**config.mk**
```make
export PLATFORM = sky130hd
export DESIGN_NAME = rp_analog_top
export DESIGN_NICKNAME = d
export VERILOG_FILES = /design/src/hdl/rp_pkg.sv /design/src/hdl/sys_bus_if.sv /design/src/hdl/sys_bus_decoder.sv /design/src/hdl/rp_housekeeping.sv /design/src/hdl/adc_frontend.sv /design/src/hdl/dac_backend.sv /design/src/hdl/rp_analog_top.sv
export SDC_FILE = /design/constraint.sdc
export NUM_CORES = 1
export LEC_CHECK = 0
export ABC_AREA = 1
export BUFFER_PORTS_ARGS = -buffer_cell sky130_fd_sc_hd__buf_4
export CAP_MARGIN = 5
export CORE_MARGIN = 3
export CORE_UTILIZATION = 39
export DETAILED_ROUTE_END_ITERATION = 16
export PLACE_DENSITY = 0.67
export SLEW_MARGIN = 20
export SYNTH_ARGS = -nofsm -noshare
export SYNTH_HDL_FRONTEND = slang
export SYNTH_SLANG_ARGS = --single-unit
export TNS_END_PERCENT = 1
```
**constraint.sdc**
```tcl
create_clock -name adc_clk -period 2.95 [get_ports adc_clk]
set_input_delay 0.59 -clock adc_clk [delete_from_list [all_inputs] [get_ports adc_clk]]
set_output_delay 0.59 -clock adc_clk [all_outputs]
set_load 0.02 [all_outputs]
```
**src/hdl/rp_pkg.sv**
```systemverilog
// shared widths and types for the analog datapath and the system bus
// region numbers, housekeeping offsets and the address union

`default_nettype none

package rp_pkg;

  // sample widths
  localparam int SAMPLE_W = 14;           // adc, dac, generator, controller
  localparam int SUM_W    = SAMPLE_W + 1; // one guard bit for the sum

  typedef logic signed [SAMPLE_W-1:0] sample_t;

  // system bus
  localparam int BUS_ADDR_W = 32;
  localparam int BUS_DATA_W = 32;
  localparam int N_REGIONS  = 8;
  localparam int REGION_W   = $clog2(N_REGIONS); // 3 bits of region select
  localparam int OFFSET_W   = 20;               // 1 MB per region

  localparam logic [REGION_W-1:0] REGION_HK = 3'd0;

  // address seen either flat or split into region and offset
  typedef union packed {
    logic [BUS_ADDR_W-1:0] flat;
    struct packed {
      logic [BUS_ADDR_W-REGION_W-OFFSET_W-1:0] rsvd;   // top bits, ignored
      logic [REGION_W-1:0]                     region;
      logic [OFFSET_W-1:0]                     offset;
    } part;
  } sys_addr_u;

  // housekeeping register map
  localparam logic [OFFSET_W-1:0] HK_ID_OFS   = 20'h0_0000;
  localparam logic [OFFSET_W-1:0] HK_LOOP_OFS = 20'h0_0004;
  localparam logic [OFFSET_W-1:0] HK_LED_OFS  = 20'h0_0008;

  localparam int LED_W = 8;

endpackage

`default_nettype wire

```
**src/hdl/sys_bus_if.sv**
```systemverilog
// one region of the system bus, strobes from master, response from region

`timescale 1ns/1ns
`default_nettype none

interface sys_bus_if;

  rp_pkg::sys_addr_u                 addr;   // full address, region + offset
  logic [rp_pkg::BUS_DATA_W-1:0]     wdata;
  logic                              wen;    // single cycle write strobe
  logic                              ren;    // single cycle read strobe
  logic [rp_pkg::BUS_DATA_W-1:0]     rdata;  // valid with ack on reads
  logic                              ack;    // one cycle after strobe
  logic                              err;

  // decoder side
  modport master (
    output addr, wdata, wen, ren,
    input  rdata, ack, err
  );

  // register block side
  modport slave (
    input  addr, wdata, wen, ren,
    output rdata, ack, err
  );

endinterface

`default_nettype wire

```
**src/hdl/sys_bus_decoder.sv**
```systemverilog
// system bus region decoder and response mux
// regions other than housekeeping are answered here with zero data

`timescale 1ns/1ns
`default_nettype none

module sys_bus_decoder (
  input  wire                            adc_clk,
  input  wire                            reset_i,
  // master side
  input  rp_pkg::sys_addr_u              sys_addr_i,
  input  wire [rp_pkg::BUS_DATA_W-1:0]   sys_wdata_i,
  input  wire                            sys_wen_i,
  input  wire                            sys_ren_i,
  output logic [rp_pkg::BUS_DATA_W-1:0]  sys_rdata_o,
  output logic                           sys_ack_o,
  output logic                           sys_err_o,
  // housekeeping region
  sys_bus_if.master                      hk_bus
);

  logic                        strobe;     // any access this cycle
  logic                        sel_hk;     // access targets region 0
  logic [rp_pkg::REGION_W-1:0] region_q;   // region of the pending access
  logic                        stub_ack_q; // local answer, empty regions

  assign strobe = sys_wen_i | sys_ren_i;
  assign sel_hk = (sys_addr_i.part.region == rp_pkg::REGION_HK);

  // forward to housekeeping, strobes only when it is addressed
  assign hk_bus.addr.flat = sys_addr_i.flat;
  assign hk_bus.wdata     = sys_wdata_i;
  assign hk_bus.wen       = sys_wen_i & sel_hk;
  assign hk_bus.ren       = sys_ren_i & sel_hk;

  ////////////////////////////////////////////////////////////////////////////
  // remember target region, answer empty regions
  ////////////////////////////////////////////////////////////////////////////

  always_ff @(posedge adc_clk)
  begin
    if (reset_i)
    begin
      region_q   <= '0;
      stub_ack_q <= 1'b0;
    end
    else
    begin
      if (strobe)
        region_q <= sys_addr_i.part.region;  // steers the mux on ack cycle
      stub_ack_q <= strobe & ~sel_hk;
    end
  end

  // response mux
  always_comb
  begin
    if (region_q == rp_pkg::REGION_HK)
    begin
      sys_rdata_o = hk_bus.rdata;
      sys_ack_o   = hk_bus.ack;
      sys_err_o   = hk_bus.err;
    end
    else
    begin
      sys_rdata_o = '0;          // unpopulated, reads as zero
      sys_ack_o   = stub_ack_q;
      sys_err_o   = 1'b0;
    end
  end

  // ack on the master bus is always the answer to last cycle's strobe
  a_ack_after_strobe: assert property (@(posedge adc_clk) disable iff (reset_i)
    sys_ack_o |-> $past(sys_wen_i || sys_ren_i));

endmodule

`default_nettype wire

```
**src/hdl/rp_housekeeping.sv**
```systemverilog
// housekeeping registers on region 0
// identification word, digital loopback switch and LEDs

`timescale 1ns/1ns
`default_nettype none

module rp_housekeeping #(
  parameter logic [rp_pkg::BUS_DATA_W-1:0] HK_ID = 32'h5250_0001
) (
  input  wire                         adc_clk,
  input  wire                         reset_i,
  sys_bus_if.slave                    bus,
  output logic                        digital_loop_o,  // dac codes into adc path
  output logic [rp_pkg::LED_W-1:0]    led_o
);

  logic [rp_pkg::OFFSET_W-1:0]   offset;
  logic                          loop_q;
  logic [rp_pkg::LED_W-1:0]      led_q;
  logic [rp_pkg::BUS_DATA_W-1:0] rdata_q;
  logic                          ack_q;

  assign offset = bus.addr.part.offset;  // region bits already decoded

  ////////////////////////////////////////////////////////////////////////////
  // register writes and read data
  ////////////////////////////////////////////////////////////////////////////

  always_ff @(posedge adc_clk)
  begin
    if (reset_i)
    begin
      loop_q  <= 1'b0;
      led_q   <= '0;
      rdata_q <= '0;
      ack_q   <= 1'b0;
    end
    else
    begin
      ack_q <= bus.wen | bus.ren;   // fixed one cycle latency
      if (bus.wen)
      begin
        case (offset)
          rp_pkg::HK_LOOP_OFS: loop_q <= bus.wdata[0];
          rp_pkg::HK_LED_OFS:  led_q  <= bus.wdata[rp_pkg::LED_W-1:0];
          default: ;                  // id is read only
        endcase
      end
      if (bus.ren)
      begin
        case (offset)
          rp_pkg::HK_ID_OFS:   rdata_q <= HK_ID;
          rp_pkg::HK_LOOP_OFS: rdata_q <= {{(rp_pkg::BUS_DATA_W-1){1'b0}}, loop_q};
          rp_pkg::HK_LED_OFS:  rdata_q <= {{(rp_pkg::BUS_DATA_W-rp_pkg::LED_W){1'b0}}, led_q};
          default:             rdata_q <= '0;
        endcase
      end
    end
  end

  assign bus.rdata = rdata_q;
  assign bus.ack   = ack_q;
  assign bus.err   = 1'b0;    // every offset answers

  assign digital_loop_o = loop_q;
  assign led_o          = led_q;

  // decoder never issues read and write in the same cycle
  a_no_rw_overlap: assert property (@(posedge adc_clk) disable iff (reset_i)
    !(bus.wen && bus.ren));

endmodule

`default_nettype wire

```
**src/hdl/adc_frontend.sv**
```systemverilog
// adc capture, channel swap, lsb clearing and digital loopback select

`timescale 1ns/1ns
`default_nettype none

module adc_frontend (
  input  wire              adc_clk,
  input  wire              reset_i,
  input  rp_pkg::sample_t  adc_dat_a_i,     // raw words from the adc pins
  input  rp_pkg::sample_t  adc_dat_b_i,
  input  rp_pkg::sample_t  loop_a_i,        // combinational dac codes
  input  rp_pkg::sample_t  loop_b_i,
  input  wire              digital_loop_i,
  output rp_pkg::sample_t  adc_a_o,
  output rp_pkg::sample_t  adc_b_o
);

  rp_pkg::sample_t adc_a_q;   // capture stage
  rp_pkg::sample_t adc_b_q;

  always_ff @(posedge adc_clk)
  begin
    if (reset_i)
    begin
      adc_a_q <= '0;
      adc_b_q <= '0;
      adc_a_o <= '0;
      adc_b_o <= '0;
    end
    else
    begin
      adc_a_q <= adc_dat_a_i;
      adc_b_q <= adc_dat_b_i;
      // input b feeds channel a and vice versa, two noisy lsbs dropped
      adc_a_o <= digital_loop_i ? loop_a_i : {adc_b_q[rp_pkg::SAMPLE_W-1:2], 2'b00};
      adc_b_o <= digital_loop_i ? loop_b_i : {adc_a_q[rp_pkg::SAMPLE_W-1:2], 2'b00};
    end
  end

endmodule

`default_nettype wire

```
**src/hdl/dac_backend.sv**
```systemverilog
// dac back end, generator plus controller sum with saturation
// inversion to the neg-slope dac code, output channel swap, dac reset

`timescale 1ns/1ns
`default_nettype none

module dac_backend (
  input  wire              adc_clk,
  input  wire              reset_i,
  input  rp_pkg::sample_t  gen_a_i,
  input  rp_pkg::sample_t  gen_b_i,
  input  rp_pkg::sample_t  ctl_a_i,
  input  rp_pkg::sample_t  ctl_b_i,
  output rp_pkg::sample_t  code_a_o,     // unregistered, for loopback
  output rp_pkg::sample_t  code_b_o,
  output rp_pkg::sample_t  dac_dat_a_o,
  output rp_pkg::sample_t  dac_dat_b_o,
  output logic             dac_reset_o
);

  logic [rp_pkg::SUM_W-1:0] sum_a;   // sign extended sums, never wrap
  logic [rp_pkg::SUM_W-1:0] sum_b;
  rp_pkg::sample_t          code_a_q;
  rp_pkg::sample_t          code_b_q;

  // clamp to -8192..8191, then invert for the dac
  function automatic rp_pkg::sample_t sat_inv(input logic [rp_pkg::SUM_W-1:0] s);
    rp_pkg::sample_t clamped;
    if (s[rp_pkg::SUM_W-1] != s[rp_pkg::SUM_W-2])   // top two bits differ, overflow
      clamped = {s[rp_pkg::SUM_W-1], {(rp_pkg::SAMPLE_W-1){~s[rp_pkg::SUM_W-1]}}};
    else
      clamped = s[rp_pkg::SAMPLE_W-1:0];
    return ~clamped;
  endfunction

  assign sum_a = {gen_a_i[rp_pkg::SAMPLE_W-1], gen_a_i} + {ctl_a_i[rp_pkg::SAMPLE_W-1], ctl_a_i};
  assign sum_b = {gen_b_i[rp_pkg::SAMPLE_W-1], gen_b_i} + {ctl_b_i[rp_pkg::SAMPLE_W-1], ctl_b_i};

  assign code_a_o = sat_inv(sum_a);
  assign code_b_o = sat_inv(sum_b);

  ////////////////////////////////////////////////////////////////////////////
  // two register stages, swap on the second
  ////////////////////////////////////////////////////////////////////////////

  always_ff @(posedge adc_clk)
  begin
    if (reset_i)
    begin
      code_a_q    <= '0;
      code_b_q    <= '0;
      dac_dat_a_o <= '0;
      dac_dat_b_o <= '0;
    end
    else
    begin
      code_a_q    <= code_a_o;
      code_b_q    <= code_b_o;
      dac_dat_a_o <= code_b_q;   // ch b drives dac a
      dac_dat_b_o <= code_a_q;   // ch a drives dac b
    end
  end

  always_ff @(posedge adc_clk)
    dac_reset_o <= reset_i;     // held one cycle past reset release

  a_dac_reset: assert property (@(posedge adc_clk) reset_i |=> dac_reset_o);

endmodule

`default_nettype wire

```
**src/hdl/rp_analog_top.sv**
```systemverilog
// analog top level, adc front end, dac back end
// system bus decoder and housekeeping registers

`timescale 1ns/1ns
`default_nettype none

module rp_analog_top #(
  parameter logic [rp_pkg::BUS_DATA_W-1:0] HK_ID = 32'h5250_0001
) (
  input  wire                            adc_clk,
  input  wire                            reset_i,
  // adc
  input  rp_pkg::sample_t                adc_dat_a_i,
  input  rp_pkg::sample_t                adc_dat_b_i,
  output rp_pkg::sample_t                adc_a_o,      // to acquisition
  output rp_pkg::sample_t                adc_b_o,
  // generator and controller samples
  input  rp_pkg::sample_t                gen_a_i,
  input  rp_pkg::sample_t                gen_b_i,
  input  rp_pkg::sample_t                ctl_a_i,
  input  rp_pkg::sample_t                ctl_b_i,
  // dac
  output rp_pkg::sample_t                dac_dat_a_o,
  output rp_pkg::sample_t                dac_dat_b_o,
  output logic                           dac_reset_o,
  output logic [rp_pkg::LED_W-1:0]       led_o,
  // system bus master
  input  wire [rp_pkg::BUS_ADDR_W-1:0]   sys_addr_i,
  input  wire [rp_pkg::BUS_DATA_W-1:0]   sys_wdata_i,
  input  wire                            sys_wen_i,
  input  wire                            sys_ren_i,
  output logic [rp_pkg::BUS_DATA_W-1:0]  sys_rdata_o,
  output logic                           sys_ack_o,
  output logic                           sys_err_o
);

  rp_pkg::sample_t code_a;        // dac codes before the output registers
  rp_pkg::sample_t code_b;
  logic            digital_loop;

  sys_bus_if hk_bus ();

  ////////////////////////////////////////////////////////////////////////////
  // system bus
  ////////////////////////////////////////////////////////////////////////////

  sys_bus_decoder i_sys_bus_decoder (
    .adc_clk     (adc_clk),
    .reset_i     (reset_i),
    .sys_addr_i  (sys_addr_i),
    .sys_wdata_i (sys_wdata_i),
    .sys_wen_i   (sys_wen_i),
    .sys_ren_i   (sys_ren_i),
    .sys_rdata_o (sys_rdata_o),
    .sys_ack_o   (sys_ack_o),
    .sys_err_o   (sys_err_o),
    .hk_bus      (hk_bus.master)
  );

  rp_housekeeping #(.HK_ID(HK_ID)) i_rp_housekeeping (
    .adc_clk        (adc_clk),
    .reset_i        (reset_i),
    .bus            (hk_bus.slave),
    .digital_loop_o (digital_loop),
    .led_o          (led_o)
  );

  ////////////////////////////////////////////////////////////////////////////
  // datapath
  ////////////////////////////////////////////////////////////////////////////

  adc_frontend i_adc_frontend (
    .adc_clk        (adc_clk),
    .reset_i        (reset_i),
    .adc_dat_a_i    (adc_dat_a_i),
    .adc_dat_b_i    (adc_dat_b_i),
    .loop_a_i       (code_a),
    .loop_b_i       (code_b),
    .digital_loop_i (digital_loop),
    .adc_a_o        (adc_a_o),
    .adc_b_o        (adc_b_o)
  );

  dac_backend i_dac_backend (
    .adc_clk     (adc_clk),
    .reset_i     (reset_i),
    .gen_a_i     (gen_a_i),
    .gen_b_i     (gen_b_i),
    .ctl_a_i     (ctl_a_i),
    .ctl_b_i     (ctl_b_i),
    .code_a_o    (code_a),
    .code_b_o    (code_b),
    .dac_dat_a_o (dac_dat_a_o),
    .dac_dat_b_o (dac_dat_b_o),
    .dac_reset_o (dac_reset_o)
  );

endmodule

`default_nettype wire

```
## Word-level counts from Yosys, hierarchy flattened

Index checks and enable logic that the tools add are counted.

| word-level totals | value |
|---|---|
| register bits | 159 |
| input port bits | 152 |
| output and inout bits | 99 |
| word-level logic and storage cells | 47 |

| operators by class | value |
|---|---|
| $add $sub $neg | 2 |
| eq/ne operators | 4 |
| multiplexer cells | 7 |
| bitwise logic cells | 11 |
| reduce and logical (&&, ||, !) cells | 6 |

Operators with widths:

| cell | number |
|---|---|
| case mux 31 bit (3 select lines) | 1 |
| two-way mux 14 bit | 4 |
| two-way mux 32 bit | 1 |
| adder 14 x 14 -> 15 bit | 2 |
| inverter 14 bit | 2 |
| equality test 20 x 3 -> 1 bit (second input constant) | 1 |
| equality test 20 x 4 -> 1 bit (second input constant) | 1 |
| logical NOT 20 bit | 1 |
| logical NOT 3 bit | 2 |
| inverter 1 bit | 4 |
| AND reduction 2 bit | 2 |
| bitwise AND 1 bit | 3 |
| inequality test 1 bit | 2 |
| OR 1 bit | 2 |
| OR reduction 2 bit | 1 |
| two-way mux 1 bit | 1 |

## Longest topological paths before layout

| logic depth | value |
|---|---|
| depth after elaboration | 5 |
| mapped depth | 16 |
| mapped depth without buffers | 15 |

## By module

A second synthesis with hierarchy kept.

| second synthesis, totals | value |
|---|---|
| cells, all modules | 1,042 |
| area total of the unflattened synthesis | 7,294.5 sq um |

By module, submodules not included:

| module | instances | cells an instance | area each (sq um) | seq. area each (sq um) |
|---|---|---|---|---|
| dac_backend | 1 | 494 | 3,413.3 | 1,141.1 |
| adc_frontend | 1 | 240 | 1,769.2 | 1,041.0 |
| rp_housekeeping | 1 | 140 | 1,132.3 | 380.4 |
| sys_bus_decoder | 1 | 168 | 979.7 | 80.1 |

## Worst setup path after synthesis

OpenSTA, ideal clock, no wires.

| timing path | value |
|---|---|
| kind | in2reg |
| from | input port gen_b_i[0] |
| to | register i_adc_frontend.adc_b_o[12] |
| setup time | 0.109 ns |
| arrival | 2.120 ns |
| required time | 2.841 ns |
| setup slack | 0.721 ns |
| cell stages on the path | 16 |
| buffers on the path | 1 |
| cell sequence | ha_1 -> inv_1 -> fa_1 -> inv_1 -> nand2_1 -> nand3_2 -> nand2_1 -> nand2_1 -> nand2_1 -> nand2_2 -> nand2_2 -> buf_6 -> nand2_1 -> nand3_1 -> nand2_1 -> inv_1 |

| between the ends | value |
|---|---|
| longest elaborated chain between the ends | 5 |
| elaborated cells between the ends (all ways) | 6 |
| classes of those cells | 1 x add/sub; 1 x eq/ne; 2 x mux; 2 x bitwise |

Ends and longest elaborated chain:

| item | RTL line | text |
|---|---|---|
| start: declaration | rp_analog_top.sv:19 | `input rp_pkg::sample_t gen_b_i,` |
| adder 14 x 14 -> 15 bit (*) | dac_backend.sv:37 | `assign sum_b = {gen_b_i[rp_pkg::SAMPLE_W-1], gen_b_i} + {ctl_b_i[rp_pkg::SAMPLE_W-1], ctl_b_i};` |
| inequality test 1 bit or inverter 1 bit (tied branches) | dac_backend.sv:29, dac_backend.sv:30 |  |
| two-way mux 14 bit (*) | dac_backend.sv:29 | `if (s[rp_pkg::SUM_W-1] != s[rp_pkg::SUM_W-2])` |
| inverter 14 bit (*) | dac_backend.sv:33 | `return ~clamped;` |
| two-way mux 14 bit (*) | adc_frontend.sv:36 | `adc_b_o <= digital_loop_i ? loop_b_i : {adc_a_q[rp_pkg::SAMPLE_W-1:2], 2'b00};` |
| end signal: assignment | adc_frontend.sv:36 |  |
| end: declaration | adc_frontend.sv:15 | `output rp_pkg::sample_t adc_b_o` |

Mark *: on every way between the ends. The rest lies on a longest branch, timed or not.
A chain may end at the register's enable or synchronous reset.

## Worst setup path after layout

| timing path | value |
|---|---|
| from | register i_sys_bus_decoder.region_q[2] (netlist name) |
| to | output port sys_rdata_o[22] (netlist name) |

| between the ends | value |
|---|---|
| longest elaborated chain between the ends | 2 |

Ends and longest elaborated chain:

| item | RTL line | text |
|---|---|---|
| start: declaration | sys_bus_decoder.sv:24 | `logic [rp_pkg::REGION_W-1:0] region_q;` |
| start signal: assignment | sys_bus_decoder.sv:50 | `region_q <= sys_addr_i.part.region;` |
| logical NOT 3 bit | sys_bus_decoder.sv:58 | `if (region_q == rp_pkg::REGION_HK)` |
| two-way mux 32 bit | sys_bus_decoder.sv:58 |  |
| end: declaration | rp_analog_top.sv:32 | `output logic [rp_pkg::BUS_DATA_W-1:0] sys_rdata_o,` |

Every way passes these cells.

==> flow_summary.ini <==
[outcome]
status = finished, final reports clean

[route]
top_layer = met5
ant_nets = 0
met3RoutedLength_microns = 946
detail_route.vias_per_cell = 4.43
route.layer.met1.wl_microns = 7230
drtIter0Drc = 247
wire_per_inst_microns = 11.7
wl_met2_microns = 6350
wirelength_microns = 14800
drtPass1Iterations = 5
via_count = 5627
post-route-drc-count = 0

[logic_synthesis]
synth_cell_types = 31
synth_edf_count = 0
seq_area_frac_synth_pct = 42.8
synth_area_leaders = dfxtp_1 (43%), nor2_1 (10%), nand2_1 (9.4%)
syn_inst = 861
netlist_area_sq_um = 6180
synth_top_area_cell = dfxtp_1
yosysTopAreaCellShare_pct = 42.8
ys_ff_latch = 132
avgSynthCellArea_sq_um = 7.17
synth_ff_type = dfxtp_1
ys_warn_count = 0
async_flop_share_pct = 0

[timing]
rsz0062_at_grt = no
slew_viol_final = 0
maxSlewHeadroom_pct = 63.2
fin_setup_tns_ns = 0
post-route-period-util_pct = 80.5
worstMarginPinSlew_ns = 0.552
min_period_ns = 2.37
hold_viol = 0
finalSetupViolations = 0
fin_skew_ns = 0.00661
max_freq_mhz = 421

[critical_path]
cp.required_ns = 2.36
cp-startpoint = i_sys_bus_decoder.region_q[2]
end_kind = output port
reg2regPathDepth = 3
crit_path_start_kind = flop
worstPathArrival_ns = 1.78
r2r_start = i_rp_housekeeping.digital_loop_o
crit_type = reg2out
r2r_slack_ns = 1.51
r2r-end = i_adc_frontend.adc_b_o[11]
worst-path-max-fanout = 10

[floorplan]
die_y_microns = 132
dieWidth_microns = 132
dieArea_sq_um = 17400
row_count = 45
start_util_pct = 40.2
io_pins = 251
core_region_area_sq_um = 15400

[power_and_ir_drop]
power.share.clock_pct = 42.9
p_int_mw = 3.66
leakage_nw = 4.40
p_sw_mw = 1.45
ir_drop_mv = 0.400
pwr-share-comb_pct = 18.7
swShare_pct = 28.4
power.density_nw_per_um2 = 617
seqPwrFrac_pct = 38.5

[worst_hold_path]
hold_class = in2reg
hold_path_end = i_adc_frontend.adc_a_q[2]
hold_depth = 3
holdCritStartpoint = adc_dat_a_i[2]

[global_route]
track_usage_pct = 17.0
grt_max_degree = 42
grt_pass1_vias = 5120
overflow = 0
antenna_found_initial = 1
grt_pass1_wl_microns = 24300

[clocking]
numCtsBuffers = 17
insertion_delay_ns = 0.41
cts_setup_buffers = 0
cts_tree = yes
cts.repair.resized = 0
path_clk_slew_ns = 0.06
htree_levels = 4
clock_sinks = 132
root_buffer = clkbuf_16
cts_hold_buf = 0
ctsLongestPathBuffers = 2

[placement]
hpwl_microns = 11500
routabilityCongestion = 0.861
place.port_buffers = 193

[layout]
antennaDiodeCount = 0
layout-drive-gt1-share_pct = 23.7
area_delta_synth_final_pct = 34.3
final_common_cell = buf_4
final_cell_mix = buf_4 (198), nor2_1 (166), nand2_1 (155), inv_1 (139), dfxtp_1 (131)
final_util_pct = 54.0
nNetsFinal = 1228

[run]
drv_cap = 0
==> critical path: stages (launching register included) <==
cell and delay, ns:
dfxtp_1 0.31, or3_1 0.55, nor2_1 0.31, buf_4 0.20
==> area by class of cell <==
class,count,area (sq um)
Fill cell,1514,7080
Multi-Input combinational cell,551,2730
Sequential cell,132,2640
Timing Repair Buffer,198,1490
Inverter,146,548
Clock buffer,17,425
Tap cell,211,264
Clock inverter,15,195
==> Yosys cell counts (3+ instances only) <==
master,instances
ha_1,28
buf_4,24
clkbuf_1,20
nand4_1,7
dfxtp_1,132
a21oi_1,60
buf_6,6
o21bai_1,4
inv_2,7
nand3_1,38
xor2_1,6
nor2_1,166
nand3_2,3
nor3_1,9
a211oi_1,8
xnor2_1,12
nand2_2,6
o21ai_0,17
nand2_1,155
inv_1,139
==> cells by family (layout without fill, tap and decap cells) <==
family / Yosys count / in the layout / synth area share (%)
adders and majority gates: 30 / 30 / 6.32
other: 1 / 20 / 0.0607
buffers and inverters: 197 / 376 / 14.2
and+or+nand+nor: 388 / 388 / 25.6
DFF: 132 / 132 / 42.8
xor gates and xnor gates: 18 / 18 / 2.55
muxes: 1 / 1 / 0.182
AOI/OAI and AO/OA: 94 / 94 / 8.33
==> routing by layer <==
| metal | vias to the layer above | GRT usage [%] |
|---|---|---|
| met3 | 26 | 5.23 |
| li1 | 2964 | - |
| met4 | 2 | 5.89 |
| met2 | 189 | 25.0 |
| met5 | - | 0 |
| met1 | 2446 | 23.6 |
==> per-stage QoR <==
step                instances  cell area [sq um]  hold WS [ns]  total power, mW  worst slack, ns
global route             1270               8290         0.364             5.38            0.450
finish                   1270               8290         0.374             5.12            0.576
detailed placement       1238               7670         0.395             2.96            0.241
floorplan                 880               6250         0.388             2.66            0.721
global placement         1238               7670         0.390             2.95            0.272
CTS                      1270               8290         0.354             5.16            0.548
==> sequential cells by signal, indices dropped and copies added, names as in the netlist, 3 cells and up <==
| signal | cells |
|---|---|
| i_adc_frontend.adc_b_o | 14 |
| i_dac_backend.code_b_q | 14 |
| i_adc_frontend.adc_a_o | 14 |
| i_dac_backend.code_a_q | 14 |
| i_adc_frontend.adc_b_q | 12 |
| i_dac_backend.dac_dat_b_o | 14 |
| i_sys_bus_decoder.region_q | 3 |
| i_rp_housekeeping.led_o | 8 |
| i_adc_frontend.adc_a_q | 12 |
| i_rp_housekeeping.bus.rdata | 9 |
| i_dac_backend.dac_dat_a_o | 14 |
==> worst max-delay path by stage <==
| stage | endpoint | slack, ns | cells after the start |
|---|---|---|---|
| 6_report | sys_rdata_o[22] | 0.58 | 3 |
| 5_1_grt | sys_rdata_o[30] | 0.45 | 3 |
| 4_1_cts | sys_rdata_o[25] | 0.55 | 3 |
| 3_5_place_dp | i_adc_frontend.adc_a_o[10] | 0.24 | 16 |
| 3_3_place_gp | i_adc_frontend.adc_a_o[10] | 0.27 | 16 |
| 2_1_floorplan | i_adc_frontend.adc_b_o[12] | 0.72 | 16 |
==> power by group through the flow <==
| stage | sequential (mW) | clock (mW) | combinational (mW) |
|---|---|---|---|
| 5_1_grt | 1.98 | 2.33 | 1.07 |
| 4_1_cts | 1.97 | 2.24 | 0.956 |
| 6_report | 1.97 | 2.19 | 0.955 |
| 2_1_floorplan | 2.06 | 0 | 0.597 |
| 3_3_place_gp | 2.01 | 0 | 0.945 |
| 3_5_place_dp | 2.01 | 0 | 0.952 |
No activity file was read; power rests on OpenSTA's default activity.
